### src/verilog/tl_pkg.sv
`default_nettype none

package tl_pkg;
	// channel A opcodes
	localparam logic [2:0] opcode_a_putfull    = 3'd0;
	localparam logic [2:0] opcode_a_putpartial = 3'd1;
	localparam logic [2:0] opcode_a_arithmetic = 3'd2; // TL-UH only
	localparam logic [2:0] opcode_a_logical    = 3'd3; // TL-UH only
	localparam logic [2:0] opcode_a_get        = 3'd4;
	localparam logic [2:0] opcode_a_intent     = 3'd5; // TL-UH only

	// channel D opcodes
	localparam logic [2:0] opcode_d_accessack     = 3'd0;
	localparam logic [2:0] opcode_d_accessackdata = 3'd1;
	localparam logic [2:0] opcode_d_hintack       = 3'd2;

	localparam int tl_size_width = 4;
	localparam int tl_data_width = 32;
	localparam int tl_mask_width = 4;
	localparam int tl_addr_width = 32;

	localparam int max_size_log2 = 6; // 64 bytes, 16 beats

	// register block byte offsets
	localparam logic [4:0] reg_ctrl      = 5'h00;
	localparam logic [4:0] reg_wait      = 5'h04;
	localparam logic [4:0] reg_get_count = 5'h08;
	localparam logic [4:0] reg_put_count = 5'h0c;
	localparam logic [4:0] reg_err_count = 5'h10;

	localparam logic [1:0] axi_resp_okay   = 2'd0;
	localparam logic [1:0] axi_resp_slverr = 2'd2;
endpackage

`default_nettype wire

### src/verilog/tl_slave_regs.sv
`default_nettype none

module tl_slave_regs import tl_pkg::*; (
	input  logic        clock,
	input  logic        reset,

	input  logic [4:0]  awaddr,
	input  logic        awvalid,
	output logic        awready,
	input  logic [31:0] wdata,
	input  logic [3:0]  wstrb,
	input  logic        wvalid,
	output logic        wready,
	output logic [1:0]  bresp,
	output logic        bvalid,
	input  logic        bready,

	input  logic [4:0]  araddr,
	input  logic        arvalid,
	output logic        arready,
	output logic [31:0] rdata,
	output logic [1:0]  rresp,
	output logic        rvalid,
	input  logic        rready,

	input  logic        get_done,
	input  logic        put_done,
	input  logic        err_done,

	output logic        enable,
	output logic [3:0]  wait_states
);
	logic wr_fire, rd_fire, clear;
	logic [1:0] wr_resp, rd_resp;
	logic [31:0] rd_data;
	logic [2:0] done;
	logic [15:0] counts [3]; // get, put, err

	assign wr_fire = awvalid && wvalid && !bvalid;
	assign awready = wr_fire;
	assign wready = wr_fire;
	assign arready = !rvalid;
	assign rd_fire = arvalid && arready;

	assign clear = wr_fire && awaddr == reg_ctrl && wstrb[0] && wdata[1];
	assign done = {err_done, put_done, get_done};

	always_comb begin
		case (awaddr)
			reg_ctrl, reg_wait, reg_get_count, reg_put_count, reg_err_count:
				wr_resp = axi_resp_okay;
			default:
				wr_resp = axi_resp_slverr;
		endcase
	end

	always_comb begin
		rd_data = '0;
		rd_resp = axi_resp_okay;
		case (araddr)
			reg_ctrl:      rd_data = {31'd0, enable}; // clear bit reads 0
			reg_wait:      rd_data = {28'd0, wait_states};
			reg_get_count: rd_data = {16'd0, counts[0]};
			reg_put_count: rd_data = {16'd0, counts[1]};
			reg_err_count: rd_data = {16'd0, counts[2]};
			default:       rd_resp = axi_resp_slverr;
		endcase
	end

	always_ff @(posedge clock) begin
		if (reset) begin
			enable <= 1'b1;
			wait_states <= '0;
			bvalid <= 1'b0;
			rvalid <= 1'b0;
			for (int i = 0; i < 3; i++)
				counts[i] <= '0;
		end else begin
			if (bvalid && bready)
				bvalid <= 1'b0;
			if (wr_fire)
				bvalid <= 1'b1;
			if (rvalid && rready)
				rvalid <= 1'b0;
			if (rd_fire)
				rvalid <= 1'b1;

			if (wr_fire && wstrb[0]) begin
				if (awaddr == reg_ctrl)
					enable <= wdata[0];
				if (awaddr == reg_wait)
					wait_states <= wdata[3:0];
			end

			// saturating event counters
			for (int i = 0; i < 3; i++) begin
				if (clear)
					counts[i] <= '0;
				else if (done[i] && counts[i] != 16'hffff)
					counts[i] <= counts[i] + 16'd1;
			end
		end
	end

	always_ff @(posedge clock) begin
		if (wr_fire)
			bresp <= wr_resp;
		if (rd_fire) begin
			rdata <= rd_data;
			rresp <= rd_resp;
		end
	end
endmodule

`default_nettype wire

### config.mk
export PLATFORM = sky130hd
export DESIGN_NAME = tl_slave_regs
export DESIGN_NICKNAME = d
export VERILOG_FILES = /design/src/verilog/tl_pkg.sv /design/src/verilog/tl_slave_regs.sv
export SDC_FILE = /design/constraint.sdc
export NUM_CORES = 1
export LEC_CHECK = 0
export ABC_CLOCK_PERIOD_IN_PS = 2700
export BUFFER_PORTS_ARGS = -buffer_cell sky130_fd_sc_hd__buf_2
export CAP_MARGIN = 20
export CORE_MARGIN = 5
export CORE_UTILIZATION = 53
export DETAILED_ROUTE_END_ITERATION = 10
export PLACE_DENSITY = 0.8
export SYNTH_ARGS = -nofsm -noshare
export SYNTH_HDL_FRONTEND = slang
export SYNTH_SLANG_ARGS = --single-unit
### constraint.sdc
create_clock -name clock -period 2.7 [get_ports clock]
set_input_delay 0.54 -clock clock [delete_from_list [all_inputs] [get_ports clock]]
set_output_delay 0.54 -clock clock [all_outputs]
set_load 0.03 [all_outputs]
Word level (Yosys, flattened, before mapping) --
Memories as Yosys holds them, arrays and structs flattened. Index checks and enable logic that the tools add are counted.
Word-level totals: RAM bits 48, memories 1, output and inout port bits 46, bits in registers 43, logic and storage cells 80, input port bits 56
Memory list:
- counts | words 3, bits a word 16, rd ports 3, clocked after memory_dff 0, write ports 3, line tl_slave_regs.sv:37 | logic [15:0] counts [3];
Cells by class: equal/unequal tests 11, bitwise operators 6, mux-type cells 30, add/sub/neg operators 3, reductions and logical operators 22
Operators with widths (count):
- two-way mux 16 bit | 6
- one-hot mux 16 bit (5 select lines) | 1
- adder 16 x 1 -> 16 bit, second input constant | 3
- inequality test 16 bit, second input constant | 3
- two-way mux 1 bit | 21
- equality test 5 x 4 -> 1 bit, second input constant | 4
- logical AND 1 bit | 12
- equality test 5 x 3 -> 1 bit, second input constant | 2
- equality test 5 bit, second input constant | 2
- logical NOT 5 bit | 2
- OR reduction 5 bit | 2
- OR 1 bit | 6
- two-way mux 2 bit | 2
- AND reduction 2 bit | 2
- nonzero test 2 bit | 2
- logical NOT 1 bit | 2

Depth between registers and ports, before layout --
Gate-level depths: netlist (run 1).
depth after elaboration 10, depth in mapped cells 7, depth with buffers taken out 5

Worst setup path after synthesis (run 1) --
OpenSTA, ideal clock, no wires.
path type register to register, from mem counts[0][0], to mem counts[0][0] (enable), library setup time 372 ps, data arrival time 1838 ps, slack 490 ps, cell stages (with the launch flop) 8, clock period less this slack 2210 ps, required time 2328 ps, cells stage by stage edfxtp_1 ha_1 nand3_1 nor3_1 a41o_1 buf_2 buf_4 nand2_1
RTL lines (line):
- from (decl) | tl_slave_regs.sv:37

==> flow_summary_export.csv, run 1 <==
group,metric,value,unit
setup_path,reg2reg_to,"counts[1][11]",
setup_path,crit_path_end,"counts[1][11]",
layout,areaGrowthSynthToFinish,10.9,%
setup_path,path_class,"reg2reg",
sta,setup_violations,0,
synth,synth_area_per_cell,10.9,µm²
setup_path,r2r_slack,0.51,ns
worst_hold_path,holdPathStages,2,
setup_path,endpoint_kind,"flop",
clock_network,cts_inserted_buffers,9,
run,drv_cap,0,
synth,syn_area,4020,µm²
layout,final_common_cell,"edfxtp_1",
clock_network,htreeDepth,3,
power_and_ir_drop,p_per_area,538,nW/µm²
route,drt_wl_total,8430,µm
sta,slew_headroom,64.5,%
setup_path,crit_arrival,2.28,ns
clock_network,cts_buffer_depth,2,
synth,synth_adder_area_share,0.934,%
place,hpwl,6390,µm
global_route,grt_pass1_wl,13900,µm
setup_path,crit_start,"counts[1][0]",
setup_path,cp-start-kind,"flop",
sta,fmax,456,MHz
global_route,antenna_found_initial,0,
setup_path,crit_buf_inv,1,
setup_path,crit_family,"simple AND/OR/NAND/NOR gates",
synth,synthXorXnorAreaFrac,8.94,%
route,viasPerCell,5.68,
route,drcViolationCount,0,
synth,synth_cell_types,49,
global_route,grt_use_total,18.1,%
setup_path,crit_cells,6,
layout,antenna_cells,0,
route,drtIter0Drc,274,
synth,synth_compound_area_share,6.76,%
worst_hold_path,min_path_type,"in2reg",
sta,hold_violations,0,
die,fp.dieH,97.1,µm
setup_path,path_cells,"ha_1 -> nand3_4 -> or4_4 -> o21ai_0 -> nand2_1 -> buf_4",
synth,seq_area_frac_synth,52.8,%
sta,period_share,81.2,%
power_and_ir_drop,p_leak,1.73,nW
route,drt_pre_antenna_iters,5,
sta,tightest_slew,0.525,ns
synth,synth_top_family_by_area,"simple AND/OR/NAND/NOR gates",
die,die_w,97.1,µm
setup_path,cp_max_fo,13,
sta,fin_crit,2.19,ns
power_and_ir_drop,ir_drop,0.244,mV
route,routedWlPerCell,15.9,µm
die,io_pins,102,
die,dieArea,9420,µm²
route,via_count,3004,
clock_network,clk_latency,0.34,ns
synth,synth_mux_area_share,1.28,%
clock_network,postCtsSetupBuffers,0,
clock_network,clkTransAtPathRegs,0.08,ns
synth,synthSimpleGateAreaFrac,20.9,%
clock_network,post_cts_resized,0,
setup_path,worstPathRequired,2.79,ns
sta,worst_clock_skew,0.00909,ns
global_route,grt_pass1_vias,2805,
layout,layout-drive-gt1-share,20.0,%
die,core,7330,µm²
clock_network,hold_buffers,0,
layout,final_cell_mix,"edfxtp_1 (66), buf_2 (52), nor2_1 (49)",
setup_path,r2r_cells,6,
sta,tns,0,ns
route,postRouteAntennaNets,0,
die,initial_core_util,54.8,%
clock_network,cts_tree,"done",
setup_path,crit_path_max_incr_delay,0.54,ns
sta,rsz0062_at_grt,"false",
clock_network,clock-root-buffer,"clkbuf_8",
layout,fin_nets,484,
setup_path,critPathSlowestCell,"or4_4",
synth,synthCells,369,
power_and_ir_drop,total_power,0.00240,W
synth,async_reset_ff_share,0,%
place,portBuffers,52,
synth,synth_edf_count,66,
synth,synth-seq-cells,73,
clock_network,clock_sinks,73,
synth,synth_ff_type,"edfxtp_1",
die,rows,31,
global_route,overflow,0,
status,status,"finished clean",
global_route,grt_max_degree,18,
setup_path,r2r-start,"counts[1][0]",
synth,synth_warnings,0,
place,gp_congestion,0.862,
layout,fin_util,60.8,%
sta,drv_slew,0,
worst register-to-register path: stages (launching register included):
cell	delay, ns
edfxtp_1	0.45
ha_1	0.27
nand3_4	0.13
or4_4	0.54
o21ai_0	0.16
nand2_1	0.14
buf_4	0.25
flip-flops by register name, summed over array words and instances, names as in the netlist:
register and count:
bresp 1, bvalid 1, counts 48, enable 1, rdata 16, rresp 1
rvalid 1, wait_states 4
synth_stat cells (all sizes together) (7+ instances only):
master / count / share of area (%)
edfxtp: 66 / 49
nor2: 49 / 4.6
xnor2: 33 / 7.2
buf: 28 / 5.2
inv: 27 / 2.5
nor3: 26 / 3.2
nand2: 25 / 2.3
nand3: 16 / 2.4
a222oi: 15 / 3.7
nand4: 13 / 2.5
nor4: 11 / 1.7
xor2: 8 / 1.7
dfxtp: 7 / 3.5
routing by layer:
layer,global-route usage (%),part of all wire (%),up-vias
met4,7.67,1.6,0
met1,24.2,42,1435
li1,-,-,1427
met5,0,0,-
met2,29.9,50,130
met3,2.01,6.5,12
logic make-up after synthesis:
| kind of cell | after synthesis |
|---|---|
| AO/OA/AOI/OAI | 27 |
| XOR/XNOR | 41 |
| adder cells (fa/ha/maj) | 3 |
| buffers and inverters | 59 |
| flip-flops | 73 |
| multiplexers | 5 |
| other | 1 |
| AND/OR/NAND/NOR | 160 |
layout make-up:
cell class | count | area, µm²
fillers | 578 | 2870
flip-flops and latches | 73 | 2120
multi-input cells | 254 | 1630
repair buffers | 60 | 320
clock buffers | 13 | 149
well taps | 99 | 124
inverters | 27 | 101
clock inverters | 3 | 16.3
worst min path at each step:
| stage | startpoint | endpoint | slack [ns] |
|---|---|---|---|
| after floorplan | counts[0][1] | rdata[1] | 0.56 |
| after global placement | bvalid | bvalid | 0.48 |
| after detailed placement | bvalid | bvalid | 0.50 |
| after CTS | rready | rvalid | 0.36 |
| after global routing | rready | rvalid | 0.36 |
| final | rready | rvalid | 0.37 |
stage by stage:
stage                     setup WS (ns)  std cells  hold slack [ns]  instance area, µm²
after floorplan                   0.490        386            0.561                4080
after global placement            0.445        513            0.481                4290
after detailed placement          0.388        513            0.501                4290
after CTS                         0.511        529            0.361                4460
after global routing              0.375        529            0.364                4460
final                             0.509        529            0.368                4460
power breakdown:
part	internal [W]	total, W	switching, W
clock network	0.000357	0.000741	0.000384
logic	0.0000888	0.000266	0.000177
registers	0.00131	0.00139	0.0000852
total	0.00175	0.00240	0.000646
No activity file was read; power rests on OpenSTA's default activity.
==> inputs of run 2 (changes only) <==
--- a/config.mk
+++ b/config.mk
@@ -5,13 +5,13 @@
 export SDC_FILE = /design/constraint.sdc
 export NUM_CORES = 1
 export LEC_CHECK = 0
-export ABC_CLOCK_PERIOD_IN_PS = 2700
+export ABC_CLOCK_PERIOD_IN_PS = 1900
 export BUFFER_PORTS_ARGS = -buffer_cell sky130_fd_sc_hd__buf_2
 export CAP_MARGIN = 20
 export CORE_MARGIN = 5
-export CORE_UTILIZATION = 53
+export CORE_UTILIZATION = 48
 export DETAILED_ROUTE_END_ITERATION = 10
-export PLACE_DENSITY = 0.8
+export PLACE_DENSITY = 0.76
 export SYNTH_ARGS = -nofsm -noshare
 export SYNTH_HDL_FRONTEND = slang
 export SYNTH_SLANG_ARGS = --single-unit
==> constraint.sdc (replaced) <==
create_clock -name clock -period 1.9 [get_ports clock]
set_input_delay 0.38 -clock clock [delete_from_list [all_inputs] [get_ports clock]]
set_output_delay 0.38 -clock clock [all_outputs]
set_load 0.03 [all_outputs]
==> run 2 against run 1 <==
Global-route usage rose by 0.70 points. Worst hold slack got worse by 0.16 ns. Highest routed layer unchanged. Sequential share of layout area fell by 4.9 points.
==> flow_summary_export.csv, run 2 (synthesized netlist as in run 1, its figures left out) <==
group,metric,value,unit
layout,num-fill-cells,656,
place,hpwl,7160,µm
sta,slew_headroom,59.8,%
setup_path,cp_max_fo,14,
clock_network,clk_latency,0.35,ns
route,drt_wl_total,9470,µm
clock_network,htreeDepth,3,
layout,reg.largest.list,"counts x48, rdata x16, wait_states x4",
route,drcViolationCount,0,
route,drt_pre_antenna_iters,6,
sta,period_share,96.1,%
layout,seqCellArea,2120,µm²
clock_network,clock_sinks,73,
power_and_ir_drop,ir_drop,0.414,mV
global_route,overflow,0,
clock_network,cts_tree,"done",
status,status,"finished clean",
layout,final_cell_mix,"edfxtp_1 (66), buf_2 (52), nor2_1 (49)",
die,fp.dieH,102,µm
sta,fin_crit,1.83,ns
setup_path,path_cells,"ha_4 -> nand4_2 -> or4_4 -> nand2_1 -> nand2_2 -> buf_12",
power_and_ir_drop,p_leak,1.99,nW
global_route,grt_pass1_wl,15000,µm
setup_path,crit_arrival,1.94,ns
layout,multi_input_area,1680,µm²
clock_network,cts_inserted_buffers,9,
sta,hold_violations,0,
layout,fin_util,60.8,%
layout,layout-drive-gt1-share,29.2,%
sta,rsz0062_at_grt,"false",
layout,final_common_cell,"edfxtp_1",
route,postRouteAntennaNets,0,
layout,antenna_cells,0,
sta,tightest_slew,0.603,ns
clock_network,postCtsSetupBuffers,0,
clock_network,clock-root-buffer,"clkbuf_8",
run,drv_cap,0,
sta,worst_clock_skew,0.00912,ns
power_and_ir_drop,p_per_area,817,nW/µm²
setup_path,crit_path_max_incr_delay,0.57,ns
setup_path,worstPathRequired,2.01,ns
route,viasPerCell,5.51,
clock_network,clkTransAtPathRegs,0.08,ns
setup_path,crit_start,"counts[2][1]",
sta,drv_slew,0,
setup_path,r2r-start,"counts[2][1]",
place,place_ws,-0.00619,ns
sta,setup_ws,0.0745,ns
sta,tns,0,ns
route,drtIter0Drc,172,
layout,areaGrowthSynthToFinish,23.6,%
worst_hold_path,min_path_type,"in2reg",
layout,top_register,"counts",
place,gp_congestion,0.895,
route,routedWlPerCell,16.4,µm
layout,largest_reg_flops,48,
route,via_count,3178,
sta,setup_violations,0,
die,io_pins,102,
worst_hold_path,worstHoldStart,"rready",
die,dieArea,10300,µm²
die,core,8180,µm²
die,die_w,102,µm
setup_path,critPathSlowestCell,"or4_4",
clock_network,hold_buffers,0,
setup_path,endpoint_kind,"flop",
global_route,grt_pass1_vias,3061,
sta,fmax,548,MHz
setup_path,cp-start-kind,"flop",
layout,fin_nets,526,
clock_network,cts_buffer_depth,2,
die,rows,33,
setup_path,path_class,"reg2reg",
global_route,antenna_found_initial,0,
global_route,grt_use_total,18.8,%
die,initial_core_util,49.2,%
global_route,grt_max_degree,18,
place,portBuffers,52,
-- run 2: cell types whose count changed in the layout (fill, tap and decap cells not counted), sizes merged --
cell,previous run,this run
bufinv,0,4
buf,60,102
clkinvlp,0,1
clkinv,2,0
inv,28,27
clkbuf,13,11
-- run 2: repair_timing --
action                                  CTS  global route
resized for setup                         1             3
pin swaps                                 0             1
endpoints found under the setup margin    1            48
-- run 2: where the power goes --
part	internal (W)	total (W)	switching [W]
combinational	0.000194	0.000513	0.000319
sequential	0.00186	0.00194	0.0000828
clock	0.00101	0.00161	0.000598
-- run 2: final cells by class --
| type | count | share of cell area [%] |
|---|---|---|
| well taps | 105 | 2.64 |
| clock buffers | 11 | 2.64 |
| flip-flops and latches | 73 | 42.7 |
| clock inverters | 5 | 2.57 |
| multi-input cells | 254 | 33.8 |
| inverters | 27 | 2.04 |
| repair buffers | 102 | 13.6 |
-- run 2: final timing paths --
check             endpoint  slack [ns]  cells after the start
max          counts[2][15]        0.07                      6
min                 rvalid        0.21                      2
max reg2reg  counts[2][15]        0.07                      6
min reg2reg         rvalid        0.52                      1
-- run 2: critical path: cells and delay by family (launching register included) --
kind	cells	cell delay [ns]
adder cells (fa/ha/maj)	1	0.16
buffers and inverters	1	0.19
flip-flops	1	0.41
AND/OR/NAND/NOR	4	0.83
-- run 2: through the flow --
step	total power (W)	hold WS, ns	cells	instance area [µm²]
2_1_floorplan	0.00230	0.478	386	4120
3_3_place_gp	0.00246	0.486	561	4690
3_5_place_dp	0.00248	0.505	561	4690
4_1_cts	0.00406	0.198	577	4950
5_1_grt	0.00419	0.195	577	4970
6_report	0.00406	0.211	577	4970
-- run 2: per-layer routing --
metal	routed length, µm	vias to the layer above	global-route usage, %	part of all wire (%)
li1	-	1504	-	-
met1	3860	1540	23.7	41
met2	4880	115	32.7	52
met3	525	19	1.65	5.5
met4	194	0	8.38	2.0
met5	0	-	0	0
==> inputs of run 3 (changes only) <==
--- a/config.mk
+++ b/config.mk
@@ -9,9 +9,9 @@
 export BUFFER_PORTS_ARGS = -buffer_cell sky130_fd_sc_hd__buf_2
 export CAP_MARGIN = 20
 export CORE_MARGIN = 5
-export CORE_UTILIZATION = 48
+export CORE_UTILIZATION = 40
 export DETAILED_ROUTE_END_ITERATION = 10
-export PLACE_DENSITY = 0.76
+export PLACE_DENSITY = 0.65
 export SYNTH_ARGS = -nofsm -noshare
 export SYNTH_HDL_FRONTEND = slang
 export SYNTH_SLANG_ARGS = --single-unit
==> run 3 against run 2 <==
Routed wire length is 1.5% lower. Sequential share of layout area is essentially flat. Final cell count up 5.7%. Clock skew up 0.0040 ns. Setup slack lost 0.018 ns. Power is 11% lower. Combinational power rose by 2%. Core utilization shrank 9.9 points. Via count down 1.4%. Critical endpoint is now counts[1][10]. Largest cell class unchanged.
==> flow_summary_export.csv, run 3 (synthesized netlist as in run 1, its figures left out) <==
group,metric,value,unit
sta,setup_ws,0.0567,ns
sta,slew_headroom,60.9,%
place,hpwl,7160,µm
clock_network,clkTransAtPathRegs,0.08,ns
layout,top_register,"counts",
sta,tns,0,ns
route,drtIter0Drc,176,
route,via_count,3134,
clock_network,postCtsSetupBuffers,0,
clock_network,cts_inserted_buffers,9,
power_and_ir_drop,p_leak,2.00,nW
clock_network,cts_tree,"done",
place,portBuffers,52,
global_route,antenna_found_initial,0,
layout,largest_reg_flops,48,
worst_hold_path,min_path_type,"in2reg",
sta,worst_clock_skew,0.0132,ns
place,place_ws,-0.0533,ns
setup_path,worstPathRequired,1.99,ns
route,routedWlPerCell,15.3,µm
run,drv_cap,0,
setup_path,cp-start-kind,"flop",
route,drt_pre_antenna_iters,5,
sta,fmax,543,MHz
layout,layout-drive-gt1-share,29.8,%
die,fp.dieH,110,µm
clock_network,cts_buffer_depth,2,
sta,hold_violations,0,
die,core,9770,µm²
clock_network,clock_sinks,73,
clock_network,hold_buffers,0,
power_and_ir_drop,ir_drop,0.316,mV
layout,final_cell_mix,"edfxtp_1 (66), buf_2 (52), buf_4 (51)",
layout,reg.largest.list,"counts x48, rdata x16, wait_states x4",
route,postRouteAntennaNets,0,
clock_network,htreeDepth,3,
sta,fin_crit,1.84,ns
sta,tightest_slew,0.587,ns
global_route,overflow,0,
sta,rsz0062_at_grt,"true",
setup_path,path_class,"reg2reg",
layout,multi_input_area,1670,µm²
layout,num-fill-cells,930,
route,drcViolationCount,0,
layout,fin_cells,610,
global_route,grt_pass1_vias,3045,
clock_network,clock-root-buffer,"clkbuf_8",
setup_path,cp_max_fo,13,
sta,drv_slew,0,
sta,period_share,97.0,%
place,place_inst,594,
global_route,grt_max_degree,18,
die,io_pins,102,
layout,seqCellArea,2120,µm²
die,dieArea,12200,µm²
clock_network,clk_latency,0.34,ns
layout,antenna_cells,0,
setup_path,r2r_slack,0.06,ns
die,die_w,110,µm
sta,setup_violations,0,
route,drt_wl_total,9320,µm
place,gp_congestion,0.851,
route,viasPerCell,5.14,
status,status,"finished clean",
layout,areaGrowthSynthToFinish,23.7,%
die,rows,36,
global_route,grt_use_total,16.4,%
global_route,grt_pass1_wl,15300,µm
layout,fin_nets,531,
setup_path,crit_arrival,1.93,ns
setup_path,endpoint_kind,"flop",
power_and_ir_drop,p_per_area,727,nW/µm²
layout,final_common_cell,"edfxtp_1",
die,initial_core_util,41.1,%
==> run 3: cell types whose count changed in the layout (fill, tap and decap cells not counted), sizes merged <==
cell,before,now
bufinv,4,1
buf,102,107
clkinvlp,1,0
clkinv,0,4
==> run 3: worst max-delay path: stages, from the launching register on <==
cell and delay (ns):
edfxtp_1 0.40, ha_4 0.17, nand3_4 0.08, or4_4 0.53
o211ai_4 0.20, buf_12 0.16, nor2_1 0.05
==> run 3: cell type report <==
class	count	area share (%)
clock buffer	11	2.64
clock inverter	5	1.16
inverter	27	2.04
multi-input combinational	254	33.6
sequential	73	42.7
tap	133	3.35
timing repair buffer	107	14.6
==> run 3: worst paths after layout <==
path                              startpoint            end  cells past startpoint
worst min register to register        enable         enable                      1
worst max register to register  counts[1][1]  counts[1][10]                      6
worst max-delay path            counts[1][1]  counts[1][10]                      6
worst min-delay path                  rready         rvalid                      2
==> run 3: repair_timing <==
action | in CTS | in global routing
hold endpoints to repair | 0 | 0
gates resized for setup | 0 | 2
endpoints found under the setup margin | 0 | 42
==> run 3: where the power goes <==
part	internal (W)	switching [W]	leakage, nW	total (W)
clock	0.000608	0.000553	0.0973	0.00116
sequential	0.00186	0.0000747	0.757	0.00193
combinational	0.000201	0.000323	1.14	0.000525
total	0.00266	0.000951	2.00	0.00362
==> run 3: routing by layer <==
metal,wire (µm),vias up,track usage (%)
met4,187,0,6.51
met2,4670,100,27.3
met1,3980,1500,21.3
met5,0,-,0
li1,-,1518,-
met3,491,16,2.97
==> run 3: stage by stage <==
| step | utilization [%] | power (W) | hold slack [ns] | area, µm² |
|---|---|---|---|---|
| after floorplan | - | 0.00230 | 0.478 | 4120 |
| after global placement | 48.8 | 0.00247 | 0.476 | 4770 |
| after detailed placement | 48.8 | 0.00249 | 0.489 | 4770 |
| after CTS | 50.8 | 0.00364 | 0.204 | 4960 |
| after global routing | 50.8 | 0.00377 | 0.211 | 4970 |
| final | 50.8 | 0.00362 | 0.213 | 4970 |
