===== config.mk =====
export PLATFORM = sky130hd
export DESIGN_NAME = tl_ul_slave
export DESIGN_NICKNAME = d
export VERILOG_FILES = /design/src/verilog/tl_pkg.sv /design/src/verilog/tl_ul_slave.sv
export SDC_FILE = /design/constraint.sdc
export NUM_CORES = 1
export LEC_CHECK = 0
export BUFFER_PORTS_ARGS = -buffer_cell sky130_fd_sc_hd__clkbuf_2
export CAP_MARGIN = 25
export CORE_AREA = 2 2 112 114
export CTS_CLUSTER_DIAMETER = 100
export DETAILED_ROUTE_END_ITERATION = 8
export DIE_AREA = 0 0 114 116
export PLACE_DENSITY_LB_ADDON = 0.12
export SLEW_MARGIN = 20
export SYNTH_ARGS = -nofsm -noshare
export SYNTH_HDL_FRONTEND = slang
export SYNTH_SLANG_ARGS = --single-unit

===== constraint.sdc =====
create_clock -name clock -period 3.6 [get_ports clock]
set_input_delay 0.18 -clock clock [delete_from_list [all_inputs] [get_ports clock]]
set_output_delay 0.18 -clock clock [all_outputs]
set_load 0.03 [all_outputs]

===== src/verilog/tl_pkg.sv =====
`default_nettype none

package tl_pkg;
	// channel A opcodes
	localparam logic [2:0] opcode_a_putfull    = 3'd0;
	localparam logic [2:0] opcode_a_putpartial = 3'd1;
	localparam logic [2:0] opcode_a_arithmetic = 3'd2; // TL-UH only
	localparam logic [2:0] opcode_a_logical    = 3'd3; // TL-UH only
	localparam logic [2:0] opcode_a_get        = 3'd4;
	localparam logic [2:0] opcode_a_intent     = 3'd5; // TL-UH only

	// channel D opcodes
	localparam logic [2:0] opcode_d_accessack     = 3'd0;
	localparam logic [2:0] opcode_d_accessackdata = 3'd1;
	localparam logic [2:0] opcode_d_hintack       = 3'd2;

	localparam int tl_size_width = 4;
	localparam int tl_data_width = 32;
	localparam int tl_mask_width = 4;
	localparam int tl_addr_width = 32;

	localparam int max_size_log2 = 6; // 64 bytes, 16 beats

	// register block byte offsets
	localparam logic [4:0] reg_ctrl      = 5'h00;
	localparam logic [4:0] reg_wait      = 5'h04;
	localparam logic [4:0] reg_get_count = 5'h08;
	localparam logic [4:0] reg_put_count = 5'h0c;
	localparam logic [4:0] reg_err_count = 5'h10;

	localparam logic [1:0] axi_resp_okay   = 2'd0;
	localparam logic [1:0] axi_resp_slverr = 2'd2;
endpackage

`default_nettype wire


===== src/verilog/tl_ul_slave.sv =====
`default_nettype none

module tl_ul_slave import tl_pkg::*; #(
	parameter int mem_words    = 1024,
	parameter int source_width = 4
) (
	input  logic                         clock,
	input  logic                         reset,

	input  logic                         a_valid,
	output logic                         a_ready,
	input  logic [2:0]                   a_opcode,
	input  logic [tl_size_width-1:0]     a_size,
	input  logic [source_width-1:0]      a_source,
	input  logic [tl_addr_width-1:0]     a_address,
	input  logic [tl_mask_width-1:0]     a_mask,
	input  logic [tl_data_width-1:0]     a_data,

	output logic                         d_valid,
	input  logic                         d_ready,
	output logic [2:0]                   d_opcode,
	output logic [tl_size_width-1:0]     d_size,
	output logic [source_width-1:0]      d_source,
	output logic [tl_data_width-1:0]     d_data,
	output logic                         d_error,

	input  logic                         enable,
	input  logic [3:0]                   wait_states,

	output logic                         mem_en,
	output logic                         mem_we,
	output logic [$clog2(mem_words)-1:0] mem_addr,
	output logic [tl_mask_width-1:0]     mem_wmask,
	output logic [tl_data_width-1:0]     mem_wdata,
	input  logic [tl_data_width-1:0]     mem_rdata,

	output logic                         get_done,
	output logic                         put_done,
	output logic                         err_done
);
	localparam int mem_addr_width = $clog2(mem_words);
	localparam int beat_width = (1 << tl_size_width) - 3; // beats - 1 for the largest size field
	localparam int unsigned mem_bytes = mem_words * 4;

	typedef enum logic [2:0] {
		ph_idle,
		ph_collect,
		ph_wait,
		ph_fetch,
		ph_respond
	} phase_t;

	phase_t phase, start_phase;
	logic [beat_width-1:0] beat;
	logic [3:0] wait_cnt;

	logic [2:0] req_opcode;
	logic [tl_size_width-1:0] req_size;
	logic [source_width-1:0] req_source;
	logic [tl_addr_width-1:0] req_addr;
	logic req_err;

	logic a_fire, d_fire, d_last, start_new, a_err, rd_ok;
	logic [tl_addr_width-1:0] beat_addr;

	function automatic logic [beat_width-1:0] beats_m1(input logic [tl_size_width-1:0] size);
		if (size <= 2)
			return '0;
		return beat_width'((1 << (size - 2)) - 1);
	endfunction

	function automatic logic is_put(input logic [2:0] op);
		return op == opcode_a_putfull || op == opcode_a_putpartial;
	endfunction

	function automatic logic a_has_data(input logic [2:0] op);
		return is_put(op) || op == opcode_a_arithmetic || op == opcode_a_logical;
	endfunction

	function automatic logic d_has_data(input logic [2:0] op);
		return op == opcode_a_get || op == opcode_a_arithmetic || op == opcode_a_logical;
	endfunction

	function automatic logic check_err(input logic [2:0] op, input logic [tl_size_width-1:0] size,
			input logic [tl_addr_width-1:0] addr);
		logic [tl_addr_width:0] span_end;
		span_end = {1'b0, addr} + ({{tl_addr_width{1'b0}}, 1'b1} << size);
		if (!is_put(op) && op != opcode_a_get)
			return 1'b1; // TL-UH and unknown opcodes
		if (size > max_size_log2)
			return 1'b1;
		return span_end > mem_bytes;
	endfunction

	assign a_fire = a_valid && a_ready;
	assign d_fire = d_valid && d_ready;
	assign d_last = beat == (d_has_data(req_opcode) ? beats_m1(req_size) : '0);
	assign start_new = a_fire && phase != ph_collect;
	assign a_err = check_err(a_opcode, a_size, a_address);
	assign start_phase = (wait_states == 4'd0) ? ph_fetch : ph_wait;
	assign rd_ok = req_opcode == opcode_a_get && !req_err;

	// new request also accepted on the final D handshake
	assign a_ready = !reset && ((enable && (phase == ph_idle
		|| (phase == ph_respond && d_ready && d_last))) || phase == ph_collect);
	assign d_valid = phase == ph_respond;

	assign beat_addr = req_addr + {beat, 2'b00};
	assign mem_addr = start_new ? a_address[mem_addr_width+1:2] : beat_addr[mem_addr_width+1:2];
	assign mem_wmask = a_mask;
	assign mem_wdata = a_data;
	assign mem_we = start_new ? (a_fire && is_put(a_opcode) && !a_err)
		: (a_fire && is_put(req_opcode) && !req_err);
	assign mem_en = mem_we || (phase == ph_fetch && rd_ok);

	always_comb begin
		case (req_opcode)
			opcode_a_get, opcode_a_arithmetic, opcode_a_logical: d_opcode = opcode_d_accessackdata;
			opcode_a_intent: d_opcode = opcode_d_hintack;
			default: d_opcode = opcode_d_accessack;
		endcase
	end

	assign d_size = req_size;
	assign d_source = req_source;
	assign d_error = req_err;
	assign d_data = rd_ok ? mem_rdata : '0; // errors carry zero data

	assign get_done = d_fire && d_last && rd_ok;
	assign put_done = d_fire && d_last && !req_err && is_put(req_opcode);
	assign err_done = d_fire && d_last && req_err;

	always_ff @(posedge clock) begin
		if (reset) begin
			phase <= ph_idle;
			beat <= '0;
			wait_cnt <= '0;
		end else begin
			case (phase)
				ph_collect: begin
					if (a_fire) begin
						if (beat == beats_m1(req_size)) begin
							beat <= '0;
							wait_cnt <= '0;
							phase <= start_phase;
						end else begin
							beat <= beat + 1'b1;
						end
					end
				end
				ph_wait: begin
					wait_cnt <= wait_cnt + 4'd1;
					if ({1'b0, wait_cnt} + 5'd1 >= {1'b0, wait_states})
						phase <= ph_fetch;
				end
				ph_fetch:
					phase <= ph_respond; // read issued this cycle
				ph_respond: begin
					if (d_fire) begin
						if (d_last) begin
							phase <= ph_idle;
						end else begin
							beat <= beat + 1'b1;
							wait_cnt <= '0;
							phase <= start_phase;
						end
					end
				end
				default: ;
			endcase

			if (start_new) begin
				wait_cnt <= '0;
				if (a_has_data(a_opcode) && beats_m1(a_size) != '0) begin
					beat <= 1; // first beat taken here
					phase <= ph_collect;
				end else begin
					beat <= '0;
					phase <= start_phase;
				end
			end
		end
	end

	always_ff @(posedge clock) begin
		if (start_new) begin
			req_opcode <= a_opcode;
			req_size <= a_size;
			req_source <= a_source;
			req_addr <= a_address;
			req_err <= a_err;
		end
	end
endmodule

`default_nettype wire


## After elaboration in Yosys (flattened, before gate mapping)

Cells that the tools add are included.

| word-level totals | value |
|---|---|
| flip-flop bits (word level) | 44 |
| logic and storage cells | 144 |
| output and inout port bits | 97 |
| input bits | 120 |

| operators by class | value |
|---|---|
| magnitude comparators | 5 |
| equality and inequality tests | 25 |
| add/sub/neg operators | 9 |
| muxes and demuxes | 50 |
| reduce and logical (&&, ||, !) cells | 44 |
| shift operators | 3 |

Operators with widths:

| operator | number |
|---|---|
| 2-to-1 mux 13 bit | 16 |
| left shift 1 x 32 -> 13 bit (first input constant) | 2 |
| adder 32 x 33 -> 33 bit | 1 |
| > comparator 33 x 13 -> 1 bit (second input constant) | 1 |
| left shift 1 x 4 -> 33 bit (first input constant) | 1 |
| 2-to-1 mux 32 bit | 1 |
| == test 13 bit | 2 |
| one-hot mux 13 bit (2 select lines) | 1 |
| subtractor 13 x 2 -> 13 bit (second input constant) | 2 |
| == test 3 x 2 -> 1 bit (second input constant) | 6 |
| logical AND 1 bit | 18 |
| 2-to-1 mux 1 bit | 17 |
| 2-to-1 mux 4 bit | 4 |
| 2-to-1 mux 3 bit | 5 |
| adder 13 x 1 -> 13 bit (second input constant) | 1 |
| nonzero test 13 bit | 1 |
| adder 12 bit | 1 |
| one-hot mux 3 bit (4 select lines) | 1 |
| one-hot mux 4 bit (3 select lines) | 1 |
| 2-to-1 mux 10 bit | 1 |
| AND reduction 5 bit | 2 |
| subtractor 4 x 2 -> 5 bit (second input constant) | 2 |
| == test 3 x 1 -> 1 bit (second input constant) | 3 |
| == test 3 bit (second input constant) | 3 |
| other kinds (21) | 43 |

## Longest topological paths before layout

Gate-level depths: netlist of run 1.

| logic depth | value |
|---|---|
| word-level depth | 24 |
| gate-level depth with buffers | 15 |
| gate-level depth less buffers | 13 |

## Worst setup path after synthesis of run 1

Ideal clock, no wire load.

| path | value |
|---|---|
| path type | register to output |
| start point | reg req_size[1] (netlist: d_size[1]) |
| end point | out mem_addr[2] |
| buffers on the path | 3 |
| slack | -394 ps |
| stages on the path, launching flop included | 16 |
| data required time | 3420 ps |
| arrival time | 3814 ps |
| cell sequence | edfxtp_1 > buf_4 > inv_1 > ha_1 > ha_1 > buf_2 > nand2_1 > o41a_1 > mux2i_1 > and2_1 > nand3b_1 > nand4b_1 > o21ai_2 > buf_2 > nand2_1 > o21ai_0 |

| between the ends | value |
|---|---|
| cells in the longest elaborated chain, start to end | 14 |
| elaborated cells between the ends (all ways) | 16 |
| those cells by class | 2 x add/sub; 1 x order compare; 1 x eq/ne; 1 x shift; 4 x mux; 7 x reduce/logical |

Ends and longest elaborated chain:

| what | RTL line | RTL |
|---|---|---|
| from (decl) | tl_ul_slave.sv:58 | `logic [tl_size_width-1:0] req_size;` |
| from (signal assigned) | tl_ul_slave.sv:188 | `req_size <= a_size;` |
| subtractor 4 x 2 -> 5 bit | tl_ul_slave.sv:69 | `return beat_width'((1 << (size - 2)) - 1);` |
| left shift 1 x 32 -> 13 bit | tl_ul_slave.sv:69 |  |
| subtractor 13 x 2 -> 13 bit | tl_ul_slave.sv:69 |  |
| 2-to-1 mux 13 bit (*) | tl_ul_slave.sv:69 |  |
| 2-to-1 mux 13 bit (*) | tl_ul_slave.sv:97 | `assign d_last = beat == (d_has_data(req_opcode) ? beats_m1(req_size) : '0);` |
| == test 13 bit (*) | tl_ul_slave.sv:97 |  |
| logical AND 1 bit (*) | tl_ul_slave.sv:105 | `\|\| (phase == ph_respond && d_ready && d_last))) \|\| phase == ph_collect);` |
| logical OR 1 bit (*) | tl_ul_slave.sv:105 |  |
| logical AND 1 bit (*) | tl_ul_slave.sv:104 | `assign a_ready = !reset && ((enable && (phase == ph_idle` |
| logical OR 1 bit (*) | tl_ul_slave.sv:105 |  |
| logical AND 1 bit (*) | tl_ul_slave.sv:104 |  |
| logical AND 1 bit (*) | tl_ul_slave.sv:95 | `assign a_fire = a_valid && a_ready;` |
| logical AND 1 bit (*) | tl_ul_slave.sv:98 | `assign start_new = a_fire && phase != ph_collect;` |
| net start_new | tl_ul_slave.sv:63 | `logic a_fire, d_fire, d_last, start_new, a_err, rd_ok;` |
| 2-to-1 mux 10 bit (*) | tl_ul_slave.sv:109 | `assign mem_addr = start_new ? a_address[mem_addr_width+1:2] : beat_addr[mem_addr_width+1:2];` |
| to (decl) | tl_ul_slave.sv:32 | `output logic [$clog2(mem_words)-1:0] mem_addr,` |

The timed path passes the listed nets; every way through them passes the cells marked *.

## Worst setup path in the final report of run 1

| path | value |
|---|---|
| start point | reg req_size[2] (netlist: d_size[2]) |
| end point | out mem_en |

| between the ends | value |
|---|---|
| cells in the longest elaborated chain, start to end | 16 |
| elaborated cells between the ends (all ways) | 21 |
| those cells by class | 2 x add/sub; 1 x order compare; 1 x eq/ne; 1 x shift; 4 x mux; 12 x reduce/logical |

Ends and longest elaborated chain:

| what | RTL line | RTL |
|---|---|---|
| subtractor 4 x 2 -> 5 bit | tl_ul_slave.sv:69 |  |
| left shift 1 x 32 -> 13 bit | tl_ul_slave.sv:69 |  |
| subtractor 13 x 2 -> 13 bit | tl_ul_slave.sv:69 |  |
| 2-to-1 mux 13 bit (*) | tl_ul_slave.sv:69 |  |
| 2-to-1 mux 13 bit (*) | tl_ul_slave.sv:97 |  |
| == test 13 bit (*) | tl_ul_slave.sv:97 |  |
| logical AND 1 bit (*) | tl_ul_slave.sv:105 |  |
| logical OR 1 bit (*) | tl_ul_slave.sv:105 |  |
| logical AND 1 bit (*) | tl_ul_slave.sv:104 |  |
| logical OR 1 bit (*) | tl_ul_slave.sv:105 |  |
| logical AND 1 bit (*) | tl_ul_slave.sv:104 |  |
| logical AND 1 bit (*) | tl_ul_slave.sv:95 |  |
| logical AND 1 bit (on tied branches) (2 in a row) | tl_ul_slave.sv:113, tl_ul_slave.sv:112 |  |
| 2-to-1 mux 1 bit (*) | tl_ul_slave.sv:112 | `assign mem_we = start_new ? (a_fire && is_put(a_opcode) && !a_err)` |
| logical OR 1 bit (*) | tl_ul_slave.sv:114 | `assign mem_en = mem_we \|\| (phase == ph_fetch && rd_ok);` |
| to (decl) | tl_ul_slave.sv:30 | `output logic mem_en,` |

Mark *: on every way between the ends. The rest lies on a longest branch, timed or not.

==> results of run 1 <==
## repair_timing
action / 4_1_cts / 5_1_grt
buffers inserted: 10 / 6
cloned: 1 / 0
resized for setup: 40 / 75
endpoints found under the setup margin: 12 / 24
pin swaps: 10 / 24
## worst reg2reg max path, stage by stage (launching register included)
cell and delay [ns]:
sky130_fd_sc_hd__edfxtp_1 0.37, sky130_fd_sc_hd__inv_2 0.07, sky130_fd_sc_hd__ha_4 0.16, sky130_fd_sc_hd__ha_4 0.32, sky130_fd_sc_hd__nand2_2 0.09, sky130_fd_sc_hd__o41a_1 0.34
sky130_fd_sc_hd__mux2i_1 0.23, sky130_fd_sc_hd__o211ai_1 0.14, sky130_fd_sc_hd__buf_4 0.17, sky130_fd_sc_hd__or4_4 0.56, sky130_fd_sc_hd__o31a_1 0.31, sky130_fd_sc_hd__nand3_4 0.21
sky130_fd_sc_hd__nor3_1 0.09, sky130_fd_sc_hd__a211o_1 0.27
## flip-flops by register name, summed over array words and instances, names as in the netlist
signal,flops
beat,13
d_error,1
d_size,4
d_source,4
phase,3
req_addr,10
req_opcode,3
wait_cnt,4
## layout by cell type, fill, tap and decap left out, drive strengths merged, types with 22 or more instances in the layout
cell    Yosys  layout
nor2       46      46
ha         44      44
a21oi      33      33
edfxtp     22      22
nand2      50      50
nor3       27      27
buf        48     110
clkbuf     20     135
inv        33      33
and2       39      39
o21ai      42      42
nand3      24      24
## layer usage
layer	global-route usage, %	wire length, um	up-vias	part of all wire [%]
li1	-	-	2786	-
met1	30.9	7120	2703	43
met2	40.3	8190	201	49
met3	4.18	1040	20	6.3
met4	5.28	218	0	1.3
met5	0	0	-	0
## kinds of logic (layout without fill, tap and decap cells)
kind of cell               Yosys count  after routing
and+or+nand+nor                    279            279
AOI/OAI and AO/OA                  168            168
buffers and inverters              101            281
adders and majority gates           46             46
DFF                                 42             42
xor gates and xnor gates            28             28
muxes                                9              9
other                                1              1
## through the flow
| step | hold WS, ns | power (mW) | TNS, ns |
|---|---|---|---|
| after detailed placement | 0.360 | 1.37 | -0.569 |
| after global placement | 0.358 | 1.36 | -0.408 |
| final | 0.0716 | 1.92 | -0.0271 |
| after global routing | 0.0697 | 2.03 | -1.18 |
| after CTS | 0.0640 | 1.88 | 0 |
| after floorplan | 0.279 | 1.17 | -0.0797 |
## report_power, final
| part | internal (mW) | switching (mW) | leakage (nW) |
|---|---|---|---|
| clock | 0.257 | 0.182 | 0.0708 |
| combinational | 0.399 | 0.492 | 2.86 |
| sequential | 0.544 | 0.0511 | 0.359 |
| total | 1.20 | 0.725 | 3.29 |
## layout make-up
type,count,area [um2]
repair buffers,240,1580
well taps,147,184
clock buffers,6,129
inverters,33,124
fillers,1068,4850
multi-input cells,531,3970
clock inverters,2,13.8
flip-flops and latches,42,1060
## worst paths after layout
check,to
max,mem_en
min,d_source[1]
max reg2reg,beat[4]
min reg2reg,wait_cnt[3]
==> summary.json, run 1 <==
{
  "cp-startpoint": "d_size[2]",
  "synthTopCellsByArea": "sky130_fd_sc_hd__edfxtp_1, sky130_fd_sc_hd__ha_1, sky130_fd_sc_hd__dfxtp_1",
  "row_count": 40,
  "ctsHtreeMaxLevel": 2,
  "cts-root-to-sink-buffers": 2,
  "post_synthesis_cell_area_um2": 5180,
  "ctsRootBufferMaster": "sky130_fd_sc_hd__clkbuf_16",
  "synth_top_family_by_area": "simple AND/OR/NAND/NOR gates",
  "prevailing_post_synth_register_cell": "sky130_fd_sc_hd__edfxtp_1",
  "route.detailed.drc": 0,
  "placement.io_buffers": 143,
  "path_max_fanout": 6,
  "worstSkewPairLatency_ns": 0.28,
  "timing.critical_path.buf_inv": 5,
  "whs_path_depth": 1,
  "timing.critical_path.max_delay_family": "simple AND/OR/NAND/NOR gates",
  "worst-endpoint-required_ns": 3.42,
  "clkTransAtPathRegs_ns": 0.06,
  "ff2ff_path_depth": 13,
  "syn-num-nets": 840,
  "post_drt_via_cell_ratio": 5.70,
  "dpl_cell_area_um2": 6330,
  "crit_path_max_delay_cell_type": "sky130_fd_sc_hd__or4b_4",
  "asyncSetResetFlopFracSynth_pct": 0,
  "finalMaxSlewViolations": 0,
  "critical_path.endpoint_type": "output port",
  "weighted_congestion_reported_at_the_end_of_routability_driven_placement": 0.948,
  "crit_cells": 15,
  "grt_first_pass_wirelength_um": 25400,
  "die-width_um": 114,
  "core_um2": 11900,
  "achievable-frequency_ghz": 0.276,
  "grt_pass1_vias": 5317,
  "vdd_ir_drop_max_mv": 0.177,
  "synth-xor-area-share_pct": 4.73,
  "die_height_um": 116,
  "min_period_over_period_pct": 101,
  "place.detailed.hpwl_um": 12900,
  "timing_worst_slew_pin_value_ns": 0.706,
  "routed_wire_length_per_instance_um": 16.6,
  "worst_path_largest_cell_delay_ns": 0.57,
  "grt_start_max_net_pins": 35,
  "hold_class": "input port to flip-flop",
  "synth_fa_ha_area_share_pct": 11.4,
  "ys.warnings.count": 0,
  "clock_sink_count": 42,
  "path_cells": "inv_2, buf_6, ha_4, nor2b_4, buf_4, nor3_1, o31ai_2, nand2_1, or4b_4, nor4bb_4, buf_4, o211a_1, nand4_1, nand3_1, clkbuf_8",
  "route.antenna.remaining_nets": 0,
  "post_route_cells_drive_above_1_share_pct": 38.1,
  "antenna-diode-count": 0,
  "postSynthRegisterBits": 42,
  "layout-area-overhead-vs-synth_pct": 36.2,
  "final_hold_viol_count": 0,
  "num-nets-final": 1019,
  "violations": "negative setup slack",
  "synth-edff-count": 22,
  "post_synth_mux_area_share_pct": 1.81,
  "grt-ovfl-total": 0,
  "globalRouteTotalUtil_pct": 23.5,
  "synthTopCellsByCount": "sky130_fd_sc_hd__nand2_1, sky130_fd_sc_hd__nor2_1, sky130_fd_sc_hd__ha_1",
  "cts_made_buffers": 5,
  "post-route-min-period_ns": 3.63,
  "synthesis.instances": 674,
  "inst_count_dp": 976,
  "startpoint_type": "flip-flop",
  "layout.cell_area.non_filler_um2": 7060,
  "synth_area_per_cell_um2": 7.69,
  "seq_area_frac_synth_pct": 20.5,
  "rrSetupSlack_ns": 0.15,
  "drv_cap": 0,
  "routed_wirelength_um": 16600,
  "cellPowerDensity_nw_per_um2": 273,
  "power_leakage_nw": 3.29,
  "slew-limit-headroom_pct": 52.7,
  "final.setup.worst_slack_ns": -0.0271,
  "final_core_util_pct": 59.3,
  "grt_antenna_before_repair": 0,
  "cts_tree": "built",
  "synth_compound_gate_area_share_pct": 22.0,
  "floorplan.io_pins": 217,
  "cts_hold_buf": 0,
  "run_status": "complete, but fails checks",
  "first_pass_iters": 5,
  "synth_unique_cells": 83,
  "crit-reg2reg-launch": "d_size[1]",
  "drtIter0Drc": 257,
  "dr_total_vias": 5710,
  "synth_simple_gate_area_share_pct": 29.1,
  "post-synth-top-area-fraction_pct": 12.7,
  "worst_hold_startpoint": "a_source[1]",
  "timing.critical_path.mode_cell": "sky130_fd_sc_hd__buf_4",
  "timing.clock.skew_ns": 0.00629,
  "finish.cell_count_without_fillers": 1001,
  "cp.arrival_ns": 3.45,
  "initial_core_utilization_pct": 43.5,
  "timing.setup.critical_path_class": "flip-flop to output port",
  "die_area_um2": 13200,
  "synth_top_cell_by_area": "sky130_fd_sc_hd__edfxtp_1",
  "setup_repair_after_global_routing_missed_its_margin": "yes",
  "synthMostInstantiatedCell": "sky130_fd_sc_hd__nand2_1",
  "finalSetupViolCount": 1,
  "pre_cts_slack_ns": -0.293
}
(Power assumes the default switching activity.)
==> inputs of run 2 (changes only) <==
--- a/config.mk
+++ b/config.mk
@@ -5,12 +5,12 @@
 export SDC_FILE = /design/constraint.sdc
 export NUM_CORES = 1
 export LEC_CHECK = 0
-export BUFFER_PORTS_ARGS = -buffer_cell sky130_fd_sc_hd__clkbuf_2
+export BUFFER_PORTS_ARGS = -buffer_cell sky130_fd_sc_hd__buf_4
 export CAP_MARGIN = 25
-export CORE_AREA = 2 2 112 114
+export CORE_AREA = 2 2 80 159
 export CTS_CLUSTER_DIAMETER = 100
 export DETAILED_ROUTE_END_ITERATION = 8
-export DIE_AREA = 0 0 114 116
+export DIE_AREA = 0 0 82 161
 export PLACE_DENSITY_LB_ADDON = 0.12
 export SLEW_MARGIN = 20
 export SYNTH_ARGS = -nofsm -noshare
==> constraint.sdc (replaced) <==
create_clock -name clock -period 3.76 [get_ports clock]
set_input_delay 0.188 -clock clock [delete_from_list [all_inputs] [get_ports clock]]
set_output_delay 0.188 -clock clock [all_outputs]
set_load 0.03 [all_outputs]
==> run 2 against run 1 <==
The run now ends clean; core utilization down 3.3 points; flip-flop and latch count unchanged; final cell count down 5.3%; setup slack better by 0.14 ns.
==> summary.json, run 2 (synthesis gave the netlist of run 1 again) <==
{
  "cp.arrival": {"value": 3.46, "unit": "ns", "change": "about the same"},
  "timing_worst_slew_pin_value": {"value": 0.600, "unit": "ns", "change": "-0.106 ns"},
  "worstSkewPairLatency": {"value": 0.30, "unit": "ns", "change": "+0.02 ns"},
  "ctsHtreeMaxLevel": {"value": 2, "change": "unchanged"},
  "pwr-share-clk": {"value": 24.9, "unit": "%", "change": "+2.1 points"},
  "num-nets-final": {"value": 966, "change": "-5.2%"},
  "ctsRootBufferMaster": "sky130_fd_sc_hd__clkbuf_16",
  "drv_cap": {"value": 0, "change": "unchanged"},
  "core": {"value": 12000, "unit": "um2", "change": "+0.59%"},
  "power_leakage": {"value": 3.05, "unit": "nW", "change": "-7.3%"},
  "grt_antenna_before_repair": {"value": 0, "change": "unchanged"},
  "post_route_cells_drive_above_1_share": {"value": 30.1, "unit": "%", "change": "-8.0 points"},
  "vdd_ir_drop_max": {"value": 0.306, "unit": "mV", "change": "+73%"},
  "startpoint_type": "flip-flop",
  "post-route-min-period_ns": 3.65,
  "power_report.internal_total": {"value": 1.11, "unit": "mW", "change": "-7.5%"},
  "clock_sink_count": {"value": 42, "change": "unchanged"},
  "achievable-frequency_ghz": 0.274,
  "antenna-diode-count": {"value": 0, "change": "unchanged"},
  "finalSetupViolCount": {"value": 0, "change": "-1"},
  "hold_class": "input port to flip-flop",
  "netSwitchingFraction": {"value": 38.0, "unit": "%", "change": "+0.37 points"},
  "ff2ff_path_depth": {"value": 12, "change": "-1"},
  "die-width": {"value": 82, "unit": "um", "change": "-28%"},
  "floorplan.io_pins": {"value": 217, "change": "unchanged"},
  "slew-limit-headroom": {"value": 59.9, "unit": "%", "change": "+7.2 points"},
  "critical_path.endpoint_type": "output port",
  "route.antenna.remaining_nets": {"value": 0, "change": "unchanged"},
  "setup_repair_after_global_routing_missed_its_margin": "yes",
  "reg_top3": "beat: 13 flops, req_addr: 10 flops",
  "drtIter0Drc": {"value": 243, "change": "-5.4%"},
  "cts-root-to-sink-buffers": {"value": 2, "change": "unchanged"},
  "final_hold_viol_count": {"value": 0, "change": "unchanged"},
  "run_status": "completed",
  "route.detailed.drc": {"value": 0, "change": "unchanged"},
  "timing.setup.critical_path_class": "flip-flop to output port",
  "weighted_congestion_reported_at_the_end_of_routability_driven_placement": {"value": 0.881, "change": "-7.1%"},
  "row_count": {"value": 57, "change": "+43%"},
  "die_height": {"value": 161, "unit": "um", "change": "+39%"},
  "min_period_over_period_pct": 97.1,
  "place.detailed.hpwl": {"value": 12600, "unit": "um", "change": "-2.5%"},
  "seqPwrFrac": {"value": 32.0, "unit": "%", "change": "+1.1 points"},
  "die_area": {"value": 13200, "unit": "um2", "change": "-0.17%"},
  "timing.clock.skew": {"value": 0.00658, "unit": "ns", "change": "+0.000291 ns"},
  "layout-area-overhead-vs-synth_pct": 29.3,
  "cts_tree": "built",
  "grt_start_max_net_pins": {"value": 32, "change": "-8.6%"},
  "comb_power_share": {"value": 43.2, "unit": "%", "change": "-3.1 points"},
  "final.fill_count": {"value": 1165, "change": "+9.1%"},
  "whs_path_depth": {"value": 1, "change": "unchanged"},
  "routed_wire_length_per_instance": {"value": 16.5, "unit": "um", "change": "about the same"},
  "clkTransAtPathRegs": {"value": 0.07, "unit": "ns", "change": "about the same"},
  "p_switching": {"value": 0.681, "unit": "mW", "change": "-6.1%"},
  "grt-ovfl-total": {"value": 0, "change": "unchanged"},
  "mostFrequentLayoutCells": "sky130_fd_sc_hd__buf_4, sky130_fd_sc_hd__nand2_1, sky130_fd_sc_hd__nor2_1",
  "largest_register_ffs": {"value": 13, "change": "unchanged"},
  "setup_total_negative_slack": {"value": 0, "unit": "ns", "change": "+0.0271 ns"},
  "worst-endpoint-required": {"value": 3.57, "unit": "ns", "change": "+0.15 ns"},
  "post_drt_via_cell_ratio": {"value": 5.63, "change": "-1.3%"},
  "first_pass_iters": {"value": 6, "change": "+1"},
  "globalRouteTotalUtil": {"value": 23.1, "unit": "%", "change": "-0.37 points"},
  "grt_first_pass_wirelength": {"value": 24000, "unit": "um", "change": "-5.4%"},
  "initial_core_utilization": {"value": 43.3, "unit": "%", "change": "-0.25 points"},
  "routed_wirelength": {"value": 15700, "unit": "um", "change": "-5.4%"},
  "path_max_fanout": {"value": 9, "change": "+3"},
  "registers.top_by_ff_count": "beat",
  "grt_pass1_vias": {"value": 4882, "change": "-8.2%"},
  "placement.io_buffers": {"value": 143, "change": "unchanged"},
  "layout.cells.most_common": "sky130_fd_sc_hd__buf_4",
  "finalMaxSlewViolations": {"value": 0, "change": "unchanged"},
  "cts_made_buffers": {"value": 5, "change": "unchanged"},
  "cts_hold_buf": {"value": 0, "change": "unchanged"},
  "cellPowerDensity": {"value": 267, "unit": "nW/um2", "change": "-2.0%"},
  "dr_total_vias": {"value": 5336, "change": "-6.5%"},
  "hold_slack": {"value": 0.0664, "unit": "ns", "change": "-0.00524 ns"}
}
run 2: cell types whose count changed in the layout (fill, tap and decap cells not counted), sizes merged:
| cell | delta |
|---|---|
| buf | +77 |
| clkbuf | -130 |
| bufbuf | -1 |
| clkinvlp | +1 |
run 2: routing by layer:
layer / part of all wire, % / vias up / routed length (um) / track usage, %
met4: 2.2 / 0 / 344 / 6.82
met2: 52 / 203 / 8170 / 42.0
met1: 39 / 2439 / 6110 / 26.9
met3: 6.7 / 21 / 1060 / 3.63
met5: 0 / - / 0 / 0
li1: - / 2673 / - / -
run 2: what timing repair did:
| item | 4_1_cts | 5_1_grt |
|---|---|---|
| pin swaps | 4 | 11 |
| setup buffers | 4 | 8 |
| endpoints found under the setup margin | 12 | 18 |
| gates resized for setup | 15 | 25 |
run 2: path summary, 6_finish.rpt:
path	startpoint	endpoint	slack [ns]
setup reg to reg	d_size[1]	beat[10]	0.31
hold / removal	a_source[3]	d_source[3]	0.07
setup / recovery	d_size[1]	mem_en	0.11
hold reg to reg	wait_cnt[3]	wait_cnt[3]	0.55
run 2: layout make-up:
type | instances | area [um2] | area share, %
Inverter | 33 | 124 | 1.85
Clock buffer | 5 | 125 | 1.87
Timing Repair Buffer | 187 | 1420 | 21.1
Multi-Input combinational cell | 531 | 3770 | 56.3
Clock inverter | 3 | 21.3 | 0.317
Tap cell | 147 | 184 | 2.74
Sequential cell | 42 | 1060 | 15.8
run 2: through the flow:
stage                     cells  total power, mW  utilization (%)  worst slack (ns)  cell area (um2)
final                       948             1.79             55.9             0.111             6700
after global routing        948             1.89             55.9           -0.0250             6700
after CTS                   940             1.77             54.5            0.0293             6530
after detailed placement    928             1.30             52.4            0.0198             6280
after global placement      928             1.29             52.4            0.0207             6280
after floorplan             674             1.11                -           -0.0822             5200
run 2: worst max-delay path: stages (launching register included):
cell	delay (ns)
sky130_fd_sc_hd__edfxtp_1	0.39
sky130_fd_sc_hd__inv_1	0.10
sky130_fd_sc_hd__ha_4	0.17
sky130_fd_sc_hd__ha_4	0.31
sky130_fd_sc_hd__nand2_1	0.11
sky130_fd_sc_hd__nor4_1	0.43
sky130_fd_sc_hd__or3_1	0.19
sky130_fd_sc_hd__a31oi_1	0.12
sky130_fd_sc_hd__nor4bb_1	0.30
sky130_fd_sc_hd__nor4bb_4	0.35
sky130_fd_sc_hd__buf_4	0.15
sky130_fd_sc_hd__o211a_1	0.12
sky130_fd_sc_hd__nand4_1	0.13
sky130_fd_sc_hd__nand3_1	0.13
sky130_fd_sc_hd__buf_6	0.14
run 2: power groups by stage:
stage	clock network [mW]	logic [mW]	registers, mW
2_1_floorplan	0	0.549	0.558
3_3_place_gp	0	0.713	0.579
3_5_place_dp	0	0.723	0.582
4_1_cts	0.455	0.748	0.571
5_1_grt	0.468	0.843	0.579
6_report	0.445	0.772	0.572
